`config.mk`:
```
export PLATFORM = sky130hd
export DESIGN_NAME = aes_controller
export DESIGN_NICKNAME = d
export VERILOG_FILES = /design/src/common/aes_pkg.sv /design/src/design/aes_controller.sv
export SDC_FILE = /design/constraint.sdc
export NUM_CORES = 1
export LEC_CHECK = 0
export BUFFER_PORTS_ARGS = -buffer_cell sky130_fd_sc_hd__buf_2
export CAP_MARGIN = 15
export CORE_AREA = 2 2 251 253
export CTS_CLUSTER_SIZE = 12
export DETAILED_ROUTE_END_ITERATION = 8
export DIE_AREA = 0 0 253 255
export GPL_ROUTABILITY_DRIVEN = 0
export PLACE_DENSITY_LB_ADDON = 0.2
export SLEW_MARGIN = 20
export SYNTH_ARGS = -nofsm -noshare
export SYNTH_HDL_FRONTEND = slang
export SYNTH_SLANG_ARGS = --single-unit
export TNS_END_PERCENT = 1
```
`constraint.sdc`:
```
create_clock -name clk -period 19.16 [get_ports clk]
set_clock_uncertainty 0.2 [all_clocks]
set_input_delay 0.958 -clock clk [delete_from_list [all_inputs] [get_ports clk]]
set_output_delay 0.958 -clock clk [all_outputs]
set_load 0.01 [all_outputs]
```
`src/common/aes_pkg.sv`:
```
`default_nettype none

package aes_pkg;

	localparam int block_width = 128;
	localparam int fifo_depth  = 4;
	localparam int num_rounds  = 10;

	typedef enum logic {
		cmd_ecb_enc,
		cmd_cbc_enc
	} aes_cmd_e;

	typedef enum logic [2:0] {
		st_get_key = 3'b010,
		st_get_iv  = 3'b011,
		st_start   = 3'b101,
		st_wait    = 3'b110,
		st_store   = 3'b111
	} ctrl_state_e;

	// ============================================================
	// Forward S-box, entry 0 in the top byte.
	// ============================================================
	localparam logic [2047:0] sbox_table = {
		128'h637c777bf26b6fc53001672bfed7ab76,
		128'hca82c97dfa5947f0add4a2af9ca472c0,
		128'hb7fd9326363ff7cc34a5e5f171d83115,
		128'h04c723c31896059a071280e2eb27b275,
		128'h09832c1a1b6e5aa0523bd6b329e32f84,
		128'h53d100ed20fcb15b6acbbe394a4c58cf,
		128'hd0efaafb434d338545f9027f503c9fa8,
		128'h51a3408f929d38f5bcb6da2110fff3d2,
		128'hcd0c13ec5f974417c4a77e3d645d1973,
		128'h60814fdc222a908846eeb814de5e0bdb,
		128'he0323a0a4906245cc2d3ac629195e479,
		128'he7c8376d8dd54ea96c56f4ea657aae08,
		128'hba78252e1ca6b4c6e8dd741f4bbd8b8a,
		128'h703eb5664803f60e613557b986c11d9e,
		128'he1f8981169d98e949b1e87e9ce5528df,
		128'h8ca1890dbfe6426841992d0fb054bb16
	};

	function automatic logic [7:0] sbox(input logic [7:0] b);
		return sbox_table[2047 - 8 * int'(b) -: 8];
	endfunction

	// Multiply by x in GF(2^8) with the AES polynomial.
	function automatic logic [7:0] xtime(input logic [7:0] b);
		return {b[6:0], 1'b0} ^ (b[7] ? 8'h1b : 8'h00);
	endfunction

endpackage

`default_nettype wire

```
`src/design/aes_controller.sv`:
```
`default_nettype none

module aes_controller import aes_pkg::*; (
	input  wire                    clk,
	input  wire                    reset,
	input  wire  aes_cmd_e         cmd,
	input  wire                    input_done,

	// Input FIFO read side.
	input  wire                    in_valid,
	output logic                   in_ready,
	input  wire  [block_width-1:0] in_data,
	input  wire                    in_empty,

	// Output FIFO write side.
	output logic                   out_valid,
	input  wire                    out_ready,
	output logic [block_width-1:0] out_data,

	// Cipher core.
	output logic                   start,
	output logic [block_width-1:0] key,
	output logic [block_width-1:0] block,
	input  wire                    busy,
	input  wire                    done,
	input  wire  [block_width-1:0] result,

	output logic                   processing_done
);

	ctrl_state_e            state;
	logic [block_width-1:0] chain;
	logic                   in_fire;
	logic                   out_fire;
	logic                   cbc_mode;

	assign in_fire  = in_valid && in_ready;
	assign out_fire = out_valid && out_ready;
	assign cbc_mode = (cmd == cmd_cbc_enc);

	// ============================================================
	// Session FSM
	// ============================================================
	always_ff @(posedge clk) begin
		if (reset) begin
			state           <= st_get_key;
			in_ready        <= 1'b0;
			start           <= 1'b0;
			out_valid       <= 1'b0;
			processing_done <= 1'b0;
		end else begin
			in_ready <= 1'b0;
			start    <= 1'b0;

			case (state)
				st_get_key: begin
					in_ready <= 1'b1;
					if (in_fire) begin
						in_ready        <= 1'b0;
						processing_done <= 1'b0;
						state           <= cbc_mode ? st_get_iv : st_start;
					end
				end
				st_get_iv: begin
					in_ready <= 1'b1;
					if (in_fire) begin
						in_ready <= 1'b0;
						state    <= st_start;
					end
				end
				st_start: begin
					if (!busy) in_ready <= 1'b1;
					if (in_fire) begin
						in_ready <= 1'b0;
						start    <= 1'b1; // Core sees the block one cycle later.
						state    <= st_wait;
					end else if (input_done && in_empty) begin
						in_ready        <= 1'b0;
						processing_done <= 1'b1;
						state           <= st_get_key;
					end
				end
				st_wait: begin
					if (done) begin
						out_valid <= 1'b1;
						state     <= st_store;
					end
				end
				st_store: begin
					// Stays here under back-pressure, so no new block is read.
					if (out_fire) begin
						out_valid <= 1'b0;
						state     <= st_start;
					end
				end
				default: state <= st_get_key;
			endcase
		end
	end

	// ============================================================
	// Key, chaining value and block registers
	// ============================================================
	always_ff @(posedge clk) begin
		if (in_fire) begin
			case (state)
				st_get_key: key <= in_data;
				st_get_iv: chain <= in_data;
				st_start: block <= cbc_mode ? (in_data ^ chain) : in_data;
				default: ;
			endcase
		end
		if (state == st_wait && done) begin
			out_data <= result;
			if (cbc_mode) chain <= result; // Next block chains on this ciphertext.
		end
	end

endmodule

`default_nettype wire

```
==> impl_metrics.yaml <==
route:
  antenna_left: 0
  via_count: 12250
  drt_iter0_drc: 605
  routed_wirelength_um: 53730
  via_per_inst: 4.418
  drcViolationCount: 0
  wl_per_cell_um: 19.38
  firstDrtPassIters: 5
logic_synthesis:
  syn-num-nets: 1523
  yosys_warnings: 0
  synth-seq-cells: 519
  ys_types: 37
  synth_area_per_cell_um2: 15.20
  synth_seq_area_share_pct: 74.46
  ys_top_cells_by_area: "edfxtp_1, dfxtp_1, mux2i_1, xnor2_1, nand2_1"
  yosys.area.top_type: "edfxtp_1"
  async_flop_share_pct: 0
  synth-edff-count: 384
  synth_top_area_share_pct: 60.32
  syn_area_um2: 19120
  postSynthCellCount: 1258
  ys.flop_type: "edfxtp_1"
sta:
  tns_ns: 0
  rsz0062_at_grt: "no"
  worstMarginPinSlew_ns: 1.066
  setup_viol: 0
  fin_ws_ns: 14.96
  maxSlewHeadroom_pct: 28.92
  final.period_utilization_pct: 21.94
  hold_viol_final: 0
  period_minus_slack_ns: 4.204
  fmax_ghz: 0.2379
  slew_violations: 0
setup_path:
  worstSetupStartpointType: "flop"
  worst-path-max-fanout: 77
  r2r_setup_slack_ns: 14.96
  critical_path.startpoint: "state[2]"
  end_kind: "flop"
  rr_worst_depth: 6
  path_common_cell: "buf_4"
  crit_slowest_cell: "buf_4"
  crit_type: "reg -> reg"
  r2r-start: "state[2]"
  path_cells: "and4b_4, buf_4, and2_4, buf_4, buf_4, o21ai_0"
  required_ns: 19.40
  cpPeakStageDelay_ns: 0.75
  arrival_ns: 4.44
floorplanning:
  num_rows: 92
  pin_count: 653
  fp.dieH_um: 255
  initial_core_util_pct: 30.75
  dieArea_um2: 64520
  core_area_um2: 62160
  die_w_um: 253
finish:
  final_cell_mix: "buf_2, edfxtp_1, nand2_1"
  stdcell_count: 2773
  final_nets: 2190
  nFillCells: 5970
  syn2layout_area_growth_pct: 30.06
  drive_gt1_share_pct: 42.09
  finalCoreUtilization_pct: 40.00
  layout_commonest_cell: "buf_2"
min_path:
  whs_path_depth: 2
  hold_start: "chain[65]"
  min_path_type: "reg -> reg"
clocking:
  htree_levels: 2
  cts_resized: 0
  clk_pin_slew_ns: 0.06
  cts_inserted_buffers: 56
  cts_tree: "yes"
  clock_latency_ns: 0.59
  cts_root_buf: "clkbuf_16"
  cts.sinks: 519
  hold_buffers: 0
  cts_buffer_depth: 3
  post_cts_buffers: 0
global_routing:
  first_global_vias: 12170
  grt_max_degree: 86
  grt_pass1_wl_um: 76720
  grt_usage_pct: 15.78
  overflow: 0
  antenna_found_initial: 7
outcome:
  status: "completed"
power_and_ir_drop:
  p_leak_nw: 10.30
  pwr_density_cell_nw_per_um2: 126.1
  p_total_mw: 3.135
  peakVddDrop_mv: 0.06109
placed_design:
  place_ws_ns: 14.41
  dp_hpwl_um: 38470
  numPortBuffers: 652
  post-place-cells: 2665
run:
  drv_cap: 0
[registers in the layout, summed over array words and instances, names as in the netlist]
name,flops
key,128
in_ready,1
state,3
block,128
processing_done,1
start,1
chain,128
out_data,128
out_valid,1
[cell usage after synthesis (2+ instances only)]
cell / instances
buf_12: 5
o21ai_1: 27
edfxtp_1: 384
nand2_2: 40
nor2_1: 8
a21oi_1: 3
nand4_1: 2
clkbuf_1: 23
dfxtp_1: 135
o21ai_2: 40
buf_2: 12
nor3_1: 3
mux2i_1: 129
clkbuf_2: 4
xnor2_1: 128
buf_1: 2
buf_4: 10
buf_6: 4
nand2_1: 219
o21ai_0: 63
[worst max-delay path: cells and delay by family (launching register included)]
| kind | cells | cell delay [ns] |
|---|---|---|
| AOI/OAI and AO/OA | 1 | 0.20 |
| and+or+nand+nor | 2 | 0.88 |
| buffers and inverters | 3 | 2.06 |
| DFF | 1 | 0.56 |
[layer usage]
metal	global-route usage (%)	wire [um]	up-vias
met1	18.58	21140	5958
li1	-	-	5818
met4	4.480	1218	10
met3	4.037	3359	85
met2	28.41	27950	379
met5	0	68	-
[cells by family (layout without fill, tap and decap cells)]
kind of cell / after synthesis / after routing / share of synthesized area (%)
compound gates: 140 / 140 / 4.556
flops: 519 / 519 / 74.46
mux: 129 / 129 / 6.755
other cells: 0 / 2 / 0
simple gates: 281 / 281 / 6.284
buf+inv: 61 / 775 / 2.081
xor+xnor: 128 / 128 / 5.865
[through the flow]
stage	hold slack, ns	instance area, um2
2_1_floorplan	0.2928	19120
3_3_place_gp	0.3043	23130
3_5_place_dp	0.3143	23130
4_1_cts	0.3062	24830
5_1_grt	0.3134	24860
6_report	0.3234	24860
[final timing paths]
| kind | end |
|---|---|
| max | chain[20] |
| min | chain[65] |
| max reg2reg | chain[20] |
| min reg2reg | chain[65] |
[report_power, final]
group	switching (mW)	total, mW	internal, mW
registers	0.0868	1.55	1.46
clock network	0.442	1.01	0.570
logic	0.325	0.572	0.247
[area by class of cell]
| type | instances | area, um2 | area share, % |
|---|---|---|---|
| Antenna cell | 2 | 5.005 | 0.02013 |
| Tap cell | 799 | 999.7 | 4.021 |
| Multi-Input combinational cell | 678 | 4506 | 18.12 |
| Clock inverter | 24 | 165.2 | 0.6643 |
| Sequential cell | 519 | 14230 | 57.25 |
| Timing Repair Buffer | 669 | 3413 | 13.73 |
| Inverter | 1 | 3.754 | 0.01510 |
| Clock buffer | 81 | 1535 | 6.175 |
Power figures use the tool's default switching activity.
