## config.mk

```make
export PLATFORM = sky130hd
export DESIGN_NAME = stream_fifo
export DESIGN_NICKNAME = d
export VERILOG_FILES = /design/src/common/aes_pkg.sv /design/src/design/stream_fifo.sv
export SDC_FILE = /design/constraint.sdc
export NUM_CORES = 1
export LEC_CHECK = 0
export BUFFER_PORTS_ARGS = -buffer_cell sky130_fd_sc_hd__buf_2
export CORE_MARGIN = 2
export CORE_UTILIZATION = 61
export DETAILED_ROUTE_END_ITERATION = 10
export PLACE_DENSITY = 0.95
export REMOVE_ABC_BUFFERS = 1
export SLEW_MARGIN = 25
export SYNTH_ARGS = -nofsm -noshare
export SYNTH_HDL_FRONTEND = slang
export SYNTH_SLANG_ARGS = --single-unit
export TNS_END_PERCENT = 20
```

## constraint.sdc

```tcl
create_clock -name clk -period 13.2 [get_ports clk]
set_clock_uncertainty 0.05 [all_clocks]
set_input_delay 1.32 -clock clk [delete_from_list [all_inputs] [get_ports clk]]
set_output_delay 1.32 -clock clk [all_outputs]
set_load 0.02 [all_outputs]
```

## src/common/aes_pkg.sv

```systemverilog
`default_nettype none

package aes_pkg;

	localparam int block_width = 128;
	localparam int fifo_depth  = 4;
	localparam int num_rounds  = 10;

	typedef enum logic {
		cmd_ecb_enc,
		cmd_cbc_enc
	} aes_cmd_e;

	typedef enum logic [2:0] {
		st_get_key = 3'b010,
		st_get_iv  = 3'b011,
		st_start   = 3'b101,
		st_wait    = 3'b110,
		st_store   = 3'b111
	} ctrl_state_e;

	// ============================================================
	// Forward S-box, entry 0 in the top byte.
	// ============================================================
	localparam logic [2047:0] sbox_table = {
		128'h637c777bf26b6fc53001672bfed7ab76,
		128'hca82c97dfa5947f0add4a2af9ca472c0,
		128'hb7fd9326363ff7cc34a5e5f171d83115,
		128'h04c723c31896059a071280e2eb27b275,
		128'h09832c1a1b6e5aa0523bd6b329e32f84,
		128'h53d100ed20fcb15b6acbbe394a4c58cf,
		128'hd0efaafb434d338545f9027f503c9fa8,
		128'h51a3408f929d38f5bcb6da2110fff3d2,
		128'hcd0c13ec5f974417c4a77e3d645d1973,
		128'h60814fdc222a908846eeb814de5e0bdb,
		128'he0323a0a4906245cc2d3ac629195e479,
		128'he7c8376d8dd54ea96c56f4ea657aae08,
		128'hba78252e1ca6b4c6e8dd741f4bbd8b8a,
		128'h703eb5664803f60e613557b986c11d9e,
		128'he1f8981169d98e949b1e87e9ce5528df,
		128'h8ca1890dbfe6426841992d0fb054bb16
	};

	function automatic logic [7:0] sbox(input logic [7:0] b);
		return sbox_table[2047 - 8 * int'(b) -: 8];
	endfunction

	// Multiply by x in GF(2^8) with the AES polynomial.
	function automatic logic [7:0] xtime(input logic [7:0] b);
		return {b[6:0], 1'b0} ^ (b[7] ? 8'h1b : 8'h00);
	endfunction

endpackage

`default_nettype wire

```

## src/design/stream_fifo.sv

```systemverilog
`default_nettype none

module stream_fifo import aes_pkg::*; #(
	parameter int DEPTH = 4
) (
	input  wire                    clk,
	input  wire                    reset,
	input  wire                    wr_valid,
	output logic                   wr_ready,
	input  wire  [block_width-1:0] wr_data,
	output logic                   rd_valid,
	input  wire                    rd_ready,
	output logic [block_width-1:0] rd_data,
	output logic                   empty
);

	logic [block_width-1:0]     mem [DEPTH];
	logic [$clog2(DEPTH)-1:0]   wr_ptr;
	logic [$clog2(DEPTH)-1:0]   rd_ptr;
	logic [$clog2(DEPTH):0]     count;
	logic [$clog2(DEPTH):0]     count_next;
	logic                       push;
	logic                       pop;

	assign push       = wr_valid && wr_ready;
	assign pop        = rd_valid && rd_ready;
	assign count_next = count + push - pop;

	assign empty    = (count == '0);
	assign rd_valid = !empty;
	assign rd_data  = mem[rd_ptr];

	// Ready is registered so that it stays low through reset.
	always_ff @(posedge clk) begin
		if (reset) begin
			wr_ptr   <= '0;
			rd_ptr   <= '0;
			count    <= '0;
			wr_ready <= 1'b0;
		end else begin
			if (push) wr_ptr <= wr_ptr + 1'b1; // Pointers wrap at a power of two.
			if (pop) rd_ptr <= rd_ptr + 1'b1;
			count    <= count_next;
			wr_ready <= (count_next != ($clog2(DEPTH)+1)'(DEPTH));
		end
	end

	always_ff @(posedge clk) begin
		if (push) mem[wr_ptr] <= wr_data;
	end

endmodule

`default_nettype wire

```

==> results of run 1 <==
[stage by stage]
step / total power [mW] / instances
floorplan: 2.72 / 690
global placement: 2.95 / 1358
detailed placement: 2.98 / 1358
CTS: 4.31 / 1446
global route: 4.42 / 1450
finish: 4.27 / 1455
[synth_stat cells, drive strengths merged (2+ instances only)]
cell type    n  area share
edfxtp     512        0.81
mux4       128        0.15
buf         27       0.016
dfxtp       10       0.010
ha           6      0.0039
inv          6      0.0012
nor2b        5      0.0016
and3         4      0.0013
a21oi        3     0.00079
clkbuf       3     0.00059
mux2         3      0.0018
nor2         3     0.00059
a21bo        2      0.0010
[power by group]
part | switching, mW | total [mW] | internal, mW | leakage (nW)
combinational | 0.524 | 0.910 | 0.386 | 1.92
clock | 0.555 | 1.33 | 0.775 | 0.753
sequential | 0.0690 | 2.03 | 1.96 | 4.73
[registers in the layout, indices dropped and copies added (netlist names), named ones only]
name	flops
mem	512
wr_ptr	2
wr_ready	1
count	3
rd_ptr	2
[worst register-to-register path, cell delays in order, from the launching register on]
cell and delay (ps):
dfxtp_1 550, and3_4 860, buf_6 730
[path summary, 6_finish.rpt]
kind | from | end | slack, ps | depth (start not counted)
hold / removal | rd_ptr[1]$_SDFFE_PP0P_ | rd_ptr[1]$_SDFFE_PP0P_ | 520 | 2
setup reg to reg | wr_ready$_SDFF_PP0_ | mem[1][64]$_DFFE_PP_ | 10530 | 2
setup / recovery | flip-flop | rd_data[86] | 8600 | 4
hold reg to reg | rd_ptr[1]$_SDFFE_PP0P_ | rd_ptr[1]$_SDFFE_PP0P_ | 520 | 2
[per-layer routing]
metal,vias up,global-route usage
met2,345,0.380
met3,65,0.0530
met1,4513,0.294
met5,-,0
met4,0,0.0637
li1,3713,-
[area by class of cell]
class | count | area [µm²]
Antenna cell | 9 | 22.5
Clock buffer | 61 | 1300
Clock inverter | 27 | 231
Fill cell | 1685 | 8420
Inverter | 6 | 22.5
Multi-Input combinational cell | 162 | 3200
Sequential cell | 522 | 15600
Tap cell | 396 | 495
Timing Repair Buffer | 272 | 1390
[cell families after synthesis]
logic type	Yosys count	synth area share
muxes	131	0.153
adders and majority gates	7	0.00498
AOI/OAI and AO/OA	7	0.00275
xor gates and xnor gates	1	0.00118
buffers and inverters	36	0.0180
and+or+nand+nor	16	0.00472
DFF	522	0.816
==> impl_results.md, run 1 <==
* Endpoints failing hold at 0
* Fin crit share at 0.348
* Core Region at 0.0307 mm²
* Boundary Pins at 263
* Crit path max fanout at 45
* Standard-cell row count at 64
* Final Max Slew Viols at 0
* Port Buffers at 262
* Post-detailed-route count of antenna-violating nets at 0
* Total Wirelength at 36100 µm
* Met2 wire len at 19100 µm
* Post-route cell area at 0.0222 mm²
* Wl on met1 at 13500 µm
* Number of global-route vias before repair at 9197
* Post-synth EDFFs at 512
* Final min period at 4600 ps
* Worst-path cell chain: buf_4 > buf_4 > mux4_2 > buf_2
* Iter 0 DRT Violations at 634
* Cts hold-fix bufs at 0
* H-tree depth at 2
* # resized after CTS at 0
* Initial Utilization at 0.623
* Setup violations, final at 0
* Most frequent cells in the layout: 512 x edfxtp_1, 262 x buf_2, 128 x mux4_2
* Critical path class: reg -> out
* Commonest non-fill, non-tap cell in the layout: edfxtp_1
* Worst setup margin at 8600 ps
* Worst setup SP type: flip-flop
* Clock slew at reported path FFs at 60 ps
* DRC at 0
* Status: finished, final reports clean
* #FFs+latches synth at 522
* Global-route wire length before repair at 54900 µm
* Metal3 WL at 2570 µm
* Setup TNS Final at 0 ps
* Root buf cell: clkbuf_16
* Initial antenna violation count at 7
* Syn Area/Cell at 26.5 µm²
* CP top delay family: buffers and inverters
* FFs w/ async S/R, synth at 0
* Slowest-stage cell, CP: dfxtp_4
* Worst vdd ir at 144 µV
* Total GRT Usage at 0.223
* Worst slew pin tran at 962 ps
* Layout Utilization at 0.725
* Via Count at 8636
* CP required at 11830 ps
* Fmax at 0.218 GHz
* Die X at 181 µm
* Buffers & Inverters on Critical Path at 3
* Pre-Repair DR Iteration Count at 4
* Sink Count at 522
* Global route overflow at 0
* Synth Instances at 720
* Worst setup EP type: primary output
* Area of the die at 0.0327 mm²
* Most used cell, CP: buf_4
* Uppermost layer routed: met4
* Largest net degree at the start of global routing at 71
* LEAKAGE at 7.40 nW
* RSZ-0062 raised after global routing: false
* CTS max path bufs at 3
* CTS buffer count at 49
* Layout cells sized above 1 at 0.456
* Hold Path Class: reg -> reg
* Die Ht at 181 µm
* Total number of yosys warnings at 0
* Critical Path Max Stage Delay at 760 ps
* Gpl congestion at 0.739
* Total Nets Final at 1152
* DP HPWL at 21800 µm
* DR vias/cell at 5.94
* Placed standard-cell area at 0.0207 mm²
* CTS tree: built
* Cell variety after synth at 23
* DP Worst Slack at 9100 ps
* Worst endpoint data arrival time at 3230 ps
* Power per cell area at 192 mW/mm²
* Synth-to-Final Area Change at 16.5%
* Wirelength per Cell at 24.8 µm
* Post-CTS Setup Repair Bufs at 0
* Slew margin rel. at 0.359
* Hold Slack at 525 ps
* Clk_lat worst skew at 530 ps
* Top FF cell, synth: edfxtp_1
* Seq/Total Area, Yosys at 0.816
* Mapped Area at 0.0191 mm²
* Max Cap Violations at 0
Note: power is estimated with default switching activity, not from simulation.
==> inputs of run 2 (changes only) <==
- ABC_AREA: not set -> 1
- CORE_UTILIZATION: 61 -> 57
- PLACE_DENSITY: 0.95 -> 0.9
- clock period: 13.2 -> 4.25 ns (I/O delays scaled with it)
==> run 2 against run 1 <==
Against the previous run:
- critical endpoint is now rd_data[54]
- worst hold slack got worse by 500 ps
- highest routed layer is now met5
- critical path type unchanged
- cell count increased by 41%
- largest cell class unchanged
- clock-buffer cell count decreased by 1
- critical path depth increased by 1
- routed wire length increased by 20%
==> impl_results.md, run 2 <==
* Mapped Area at 0.0198 mm² (+3.8%)
* Critical Path Max Stage Delay at 590 ps (-170 ps)
* H-tree depth at 2 (unchanged)
* Worst setup SP type: flip-flop
* Cell variety after synth at 23 (unchanged)
* Post-synthesis compound-gate area fraction at 0.120 (+0.117)
* FF-to-FF setup slack at 1920 ps (-8610 ps)
* Global route overflow at 0 (unchanged)
* Post-synth top cells: 512 x edfxtp_1, 237 x nor2_1, 144 x o21ai_0, 115 x o21ai_1, 88 x o22ai_1
* Max Cap Violations at 0 (unchanged)
* Worst R2R End: wr_ready$_SDFF_PP0_
* DP Worst Slack at 1760 ps (-7350 ps)
* Synth Area in Simple Gates at 0.0566 (+0.0519)
* CP top delay family: buffers and inverters
* Core Region at 0.0344 mm² (+12%)
* Status: finished, final reports clean
* Placed Cells at 1955 (+44%)
* Worst setup EP type: primary output
* Crit path max fanout at 133 (+200%)
* Biggest registers after layout: mem (512), count (3)
* Synth top area share at 0.776 (-0.0294)
* Initial Utilization at 0.577 (-0.0460)
* Worst vdd ir at 405 µV (+180%)
* Via Count at 12100 (+40%)
* Initial antenna violation count at 5 (-2)
* FILL cells at 2245 (+33%)
* Post-synth EDFFs at 512 (unchanged)
* Fmax at 0.320 GHz
* Worst endpoint data arrival time at 2650 ps (-580 ps)
* Total GRT Usage at 0.232 (+0.00858)
* Die X at 190 µm (+5.3%)
* Fin crit share at 0.735
* Worst setup margin at 1130 ps (-7480 ps)
* Commonest non-fill, non-tap cell in the layout: edfxtp_1
* Most common cell in the synthesized netlist: edfxtp_1
* Hold Path Depth at 1 (-1)
* Layout Utilization at 0.668 (-0.0572)
* Standard-cell row count at 68 (+6.3%)
* Syn Area/Cell at 15.2 µm² (-43%)
* Most frequent cells in the layout: 512 x edfxtp_1, 262 x buf_2, 233 x nor2_1
* Post-detailed-route count of antenna-violating nets at 0 (unchanged)
* Layout cells sized above 1 at 0.269 (-0.187)
* Iter 0 DRT Violations at 949 (+50%)
* RSZ-0062 raised after global routing: false
* Final min period at 3120 ps
* CP required at 3770 ps (-8060 ps)
* Gpl congestion at 0.777 (+5.0%)
* Number of global-route vias before repair at 12000 (+31%)
* Slew margin rel. at 0.429 (+0.0707)
* Slowest-stage cell, CP: inv_8
* Total Wirelength at 43400 µm (+20%)
* Top FF cell, synth: edfxtp_1
* Clock slew at reported path FFs at 70 ps (about the same)
* Die Ht at 190 µm (+5.3%)
* Design Power at 13.9 mW (+230%)
* Synth-to-Final Area Change at 15.9%
* Worst flop-to-flop path startpoint: wr_ready$_SDFF_PP0_
* DP HPWL at 24500 µm (+12%)
* FFs w/ async S/R, synth at 0 (unchanged)
* Mux contribution to synthesized area at 0 (-0.153)
* Xor-xnor portion of the synthesized cell area at 0 (-0.00118)
* Wirelength per Cell at 21.1 µm (-15%)
* Hold_sp: wr_data[95]
* Sink Count at 522 (unchanged)
* LEAKAGE at 7.93 nW (+7.3%)
* Endpoints failing hold at 0 (unchanged)
* Stages on the worst setup path at 5 (+1)
* Worst hold endpoint: mem[1][95]$_DFFE_PP_
* Root buf cell: clkbuf_16
* Synth Instances at 1304 (+81%)
* Synth area leaders: edfxtp_1 78%, nor2_1 4.5%, o21ai_0 3.6%, o21ai_1 2.9%, o22ai_1 2.8%
* Largest net degree at the start of global routing at 157 (+120%)
* #FFs+latches synth at 522 (unchanged)
* Seq/Total Area, Yosys at 0.786 (-0.0298)
* Worst slew pin tran at 856 ps (-106 ps)
* Power per cell area at 605 mW/mm² (+220%)
* # resized after CTS at 0 (unchanged)
* Hold Path Class: in -> reg
* Worst-path cell chain: inv_8 > buf_12 > nor2_1 > o22ai_1 > buf_2
* Total Nets Final at 1692 (+47%)
* Non-filler cells, final at 2053 (+41%)
* CTS tree: built
* Global-route wire length before repair at 64700 µm (+18%)
* Most flops, register: mem
* DRC at 0 (unchanged)
* Buffers & Inverters on Critical Path at 3 (unchanged)
* Pre-Repair DR Iteration Count at 5 (+1)
* Final Max Slew Viols at 0 (unchanged)
* Combinational family with the most area after synthesis: compound AO/OA/AOI/OAI gates
* Max FFs per register at 512 (unchanged)
* DR vias/cell at 5.91 (-0.43%)
* Cell taking the most area after synthesis: edfxtp_1
* CTS max path bufs at 3 (unchanged)
* Adder-Cell Fraction of Synth Area at 0.00480 (-0.000182)
* Port Buffers at 262 (unchanged)
* CTS buffer count at 49 (unchanged)
* R2R depth at 10 (+8)
* Boundary Pins at 263 (unchanged)
* Setup violations, final at 0 (unchanged)
* Area of the die at 0.0363 mm² (+11%)
* Critical path class: reg -> out
* Total number of yosys warnings at 0 (unchanged)
* Clk_lat worst skew at 560 ps (+30 ps)
-- run 2: changes by cell type after synthesis, sizes merged, moves of 2 or more --
| cell | previous run | this run |
|---|---|---|
| o22ai | 0 | 128 |
| nand2 | 1 | 8 |
| inv | 6 | 20 |
| o21ai | 0 | 259 |
| mux4 | 128 | 0 |
| nor2 | 3 | 267 |
| clkbuf | 3 | 35 |
| nand3 | 1 | 3 |
| buf | 27 | 49 |
| mux2 | 3 | 0 |
| and3 | 4 | 0 |
| nor2b | 5 | 0 |
| a21oi | 3 | 6 |
| a21bo | 2 | 0 |
-- run 2: area by class of cell --
class	instances	area [µm²]	area share
repair buffers	282	1590	0.0693
multi-input cells	678	3620	0.158
flip-flops and latches	522	15600	0.678
inverters	20	85.1	0.00370
diodes	9	22.5	0.000981
clock inverters	27	181	0.00790
well taps	455	569	0.0248
clock buffers	60	1310	0.0570
-- run 2: repair_timing --
action                                  4_1_cts  5_1_grt
endpoints found under the hold margin         2        0
hold buffers                                  2        0
setup buffers                                 0        0
endpoints found under the setup margin        0        0
-- run 2: report_power, final --
group          total [mW]  switching [mW]  leakage (nW)  internal [mW]
Clock                4.06            1.76         0.739           2.30
Combinational        3.57            2.53          2.47           1.04
Sequential           6.26           0.144          4.73           6.12
Total                13.9            4.43          7.93           9.46
-- run 2: worst max-delay path by stage --
stage | slack [ps] | to
2_1_floorplan | -3870 | rd_data[0]
5_1_grt | 1010 | rd_data[54]
4_1_cts | 1160 | rd_data[38]
3_5_place_dp | 1760 | rd_data[38]
3_3_place_gp | 1800 | rd_data[38]
6_report | 1130 | rd_data[54]
-- run 2: per-stage QoR --
stage	hold WS, ps	TNS (ps)	cell area [µm²]
CTS	1.40	0	22900
floorplan	414	-1720780	19200
detailed placement	440	0	21400
global route	5.84	0	22900
global placement	428	0	21400
finish	28.5	0	23000
-- run 2: cell families (layout without fill, tap and decap cells) --
kind of cell,after synthesis,in the layout
buf+inv,104,389
simple gates,278,278
other cells,0,9
fa+ha+maj,7,7
compound gates,393,393
flops,522,522
-- run 2: worst register-to-register path: cells and delay by family, from the launching register on --
family                   cells  cell delay, ps
AO/OA/AOI/OAI                1             120
buffers and inverters        2             120
adder cells (fa/ha/maj)      3            1060
flip-flops                   1             350
AND/OR/NAND/NOR              4             570
-- run 2: per-layer routing --
| layer | vias up | wire (µm) | track usage |
|---|---|---|---|
| met3 | 93 | 3220 | 0.0440 |
| met4 | 4 | 1300 | 0.0787 |
| li1 | 5436 | - | - |
| met1 | 6073 | 16500 | 0.292 |
| met2 | 527 | 22300 | 0.406 |
| met5 | - | 21 | 0 |
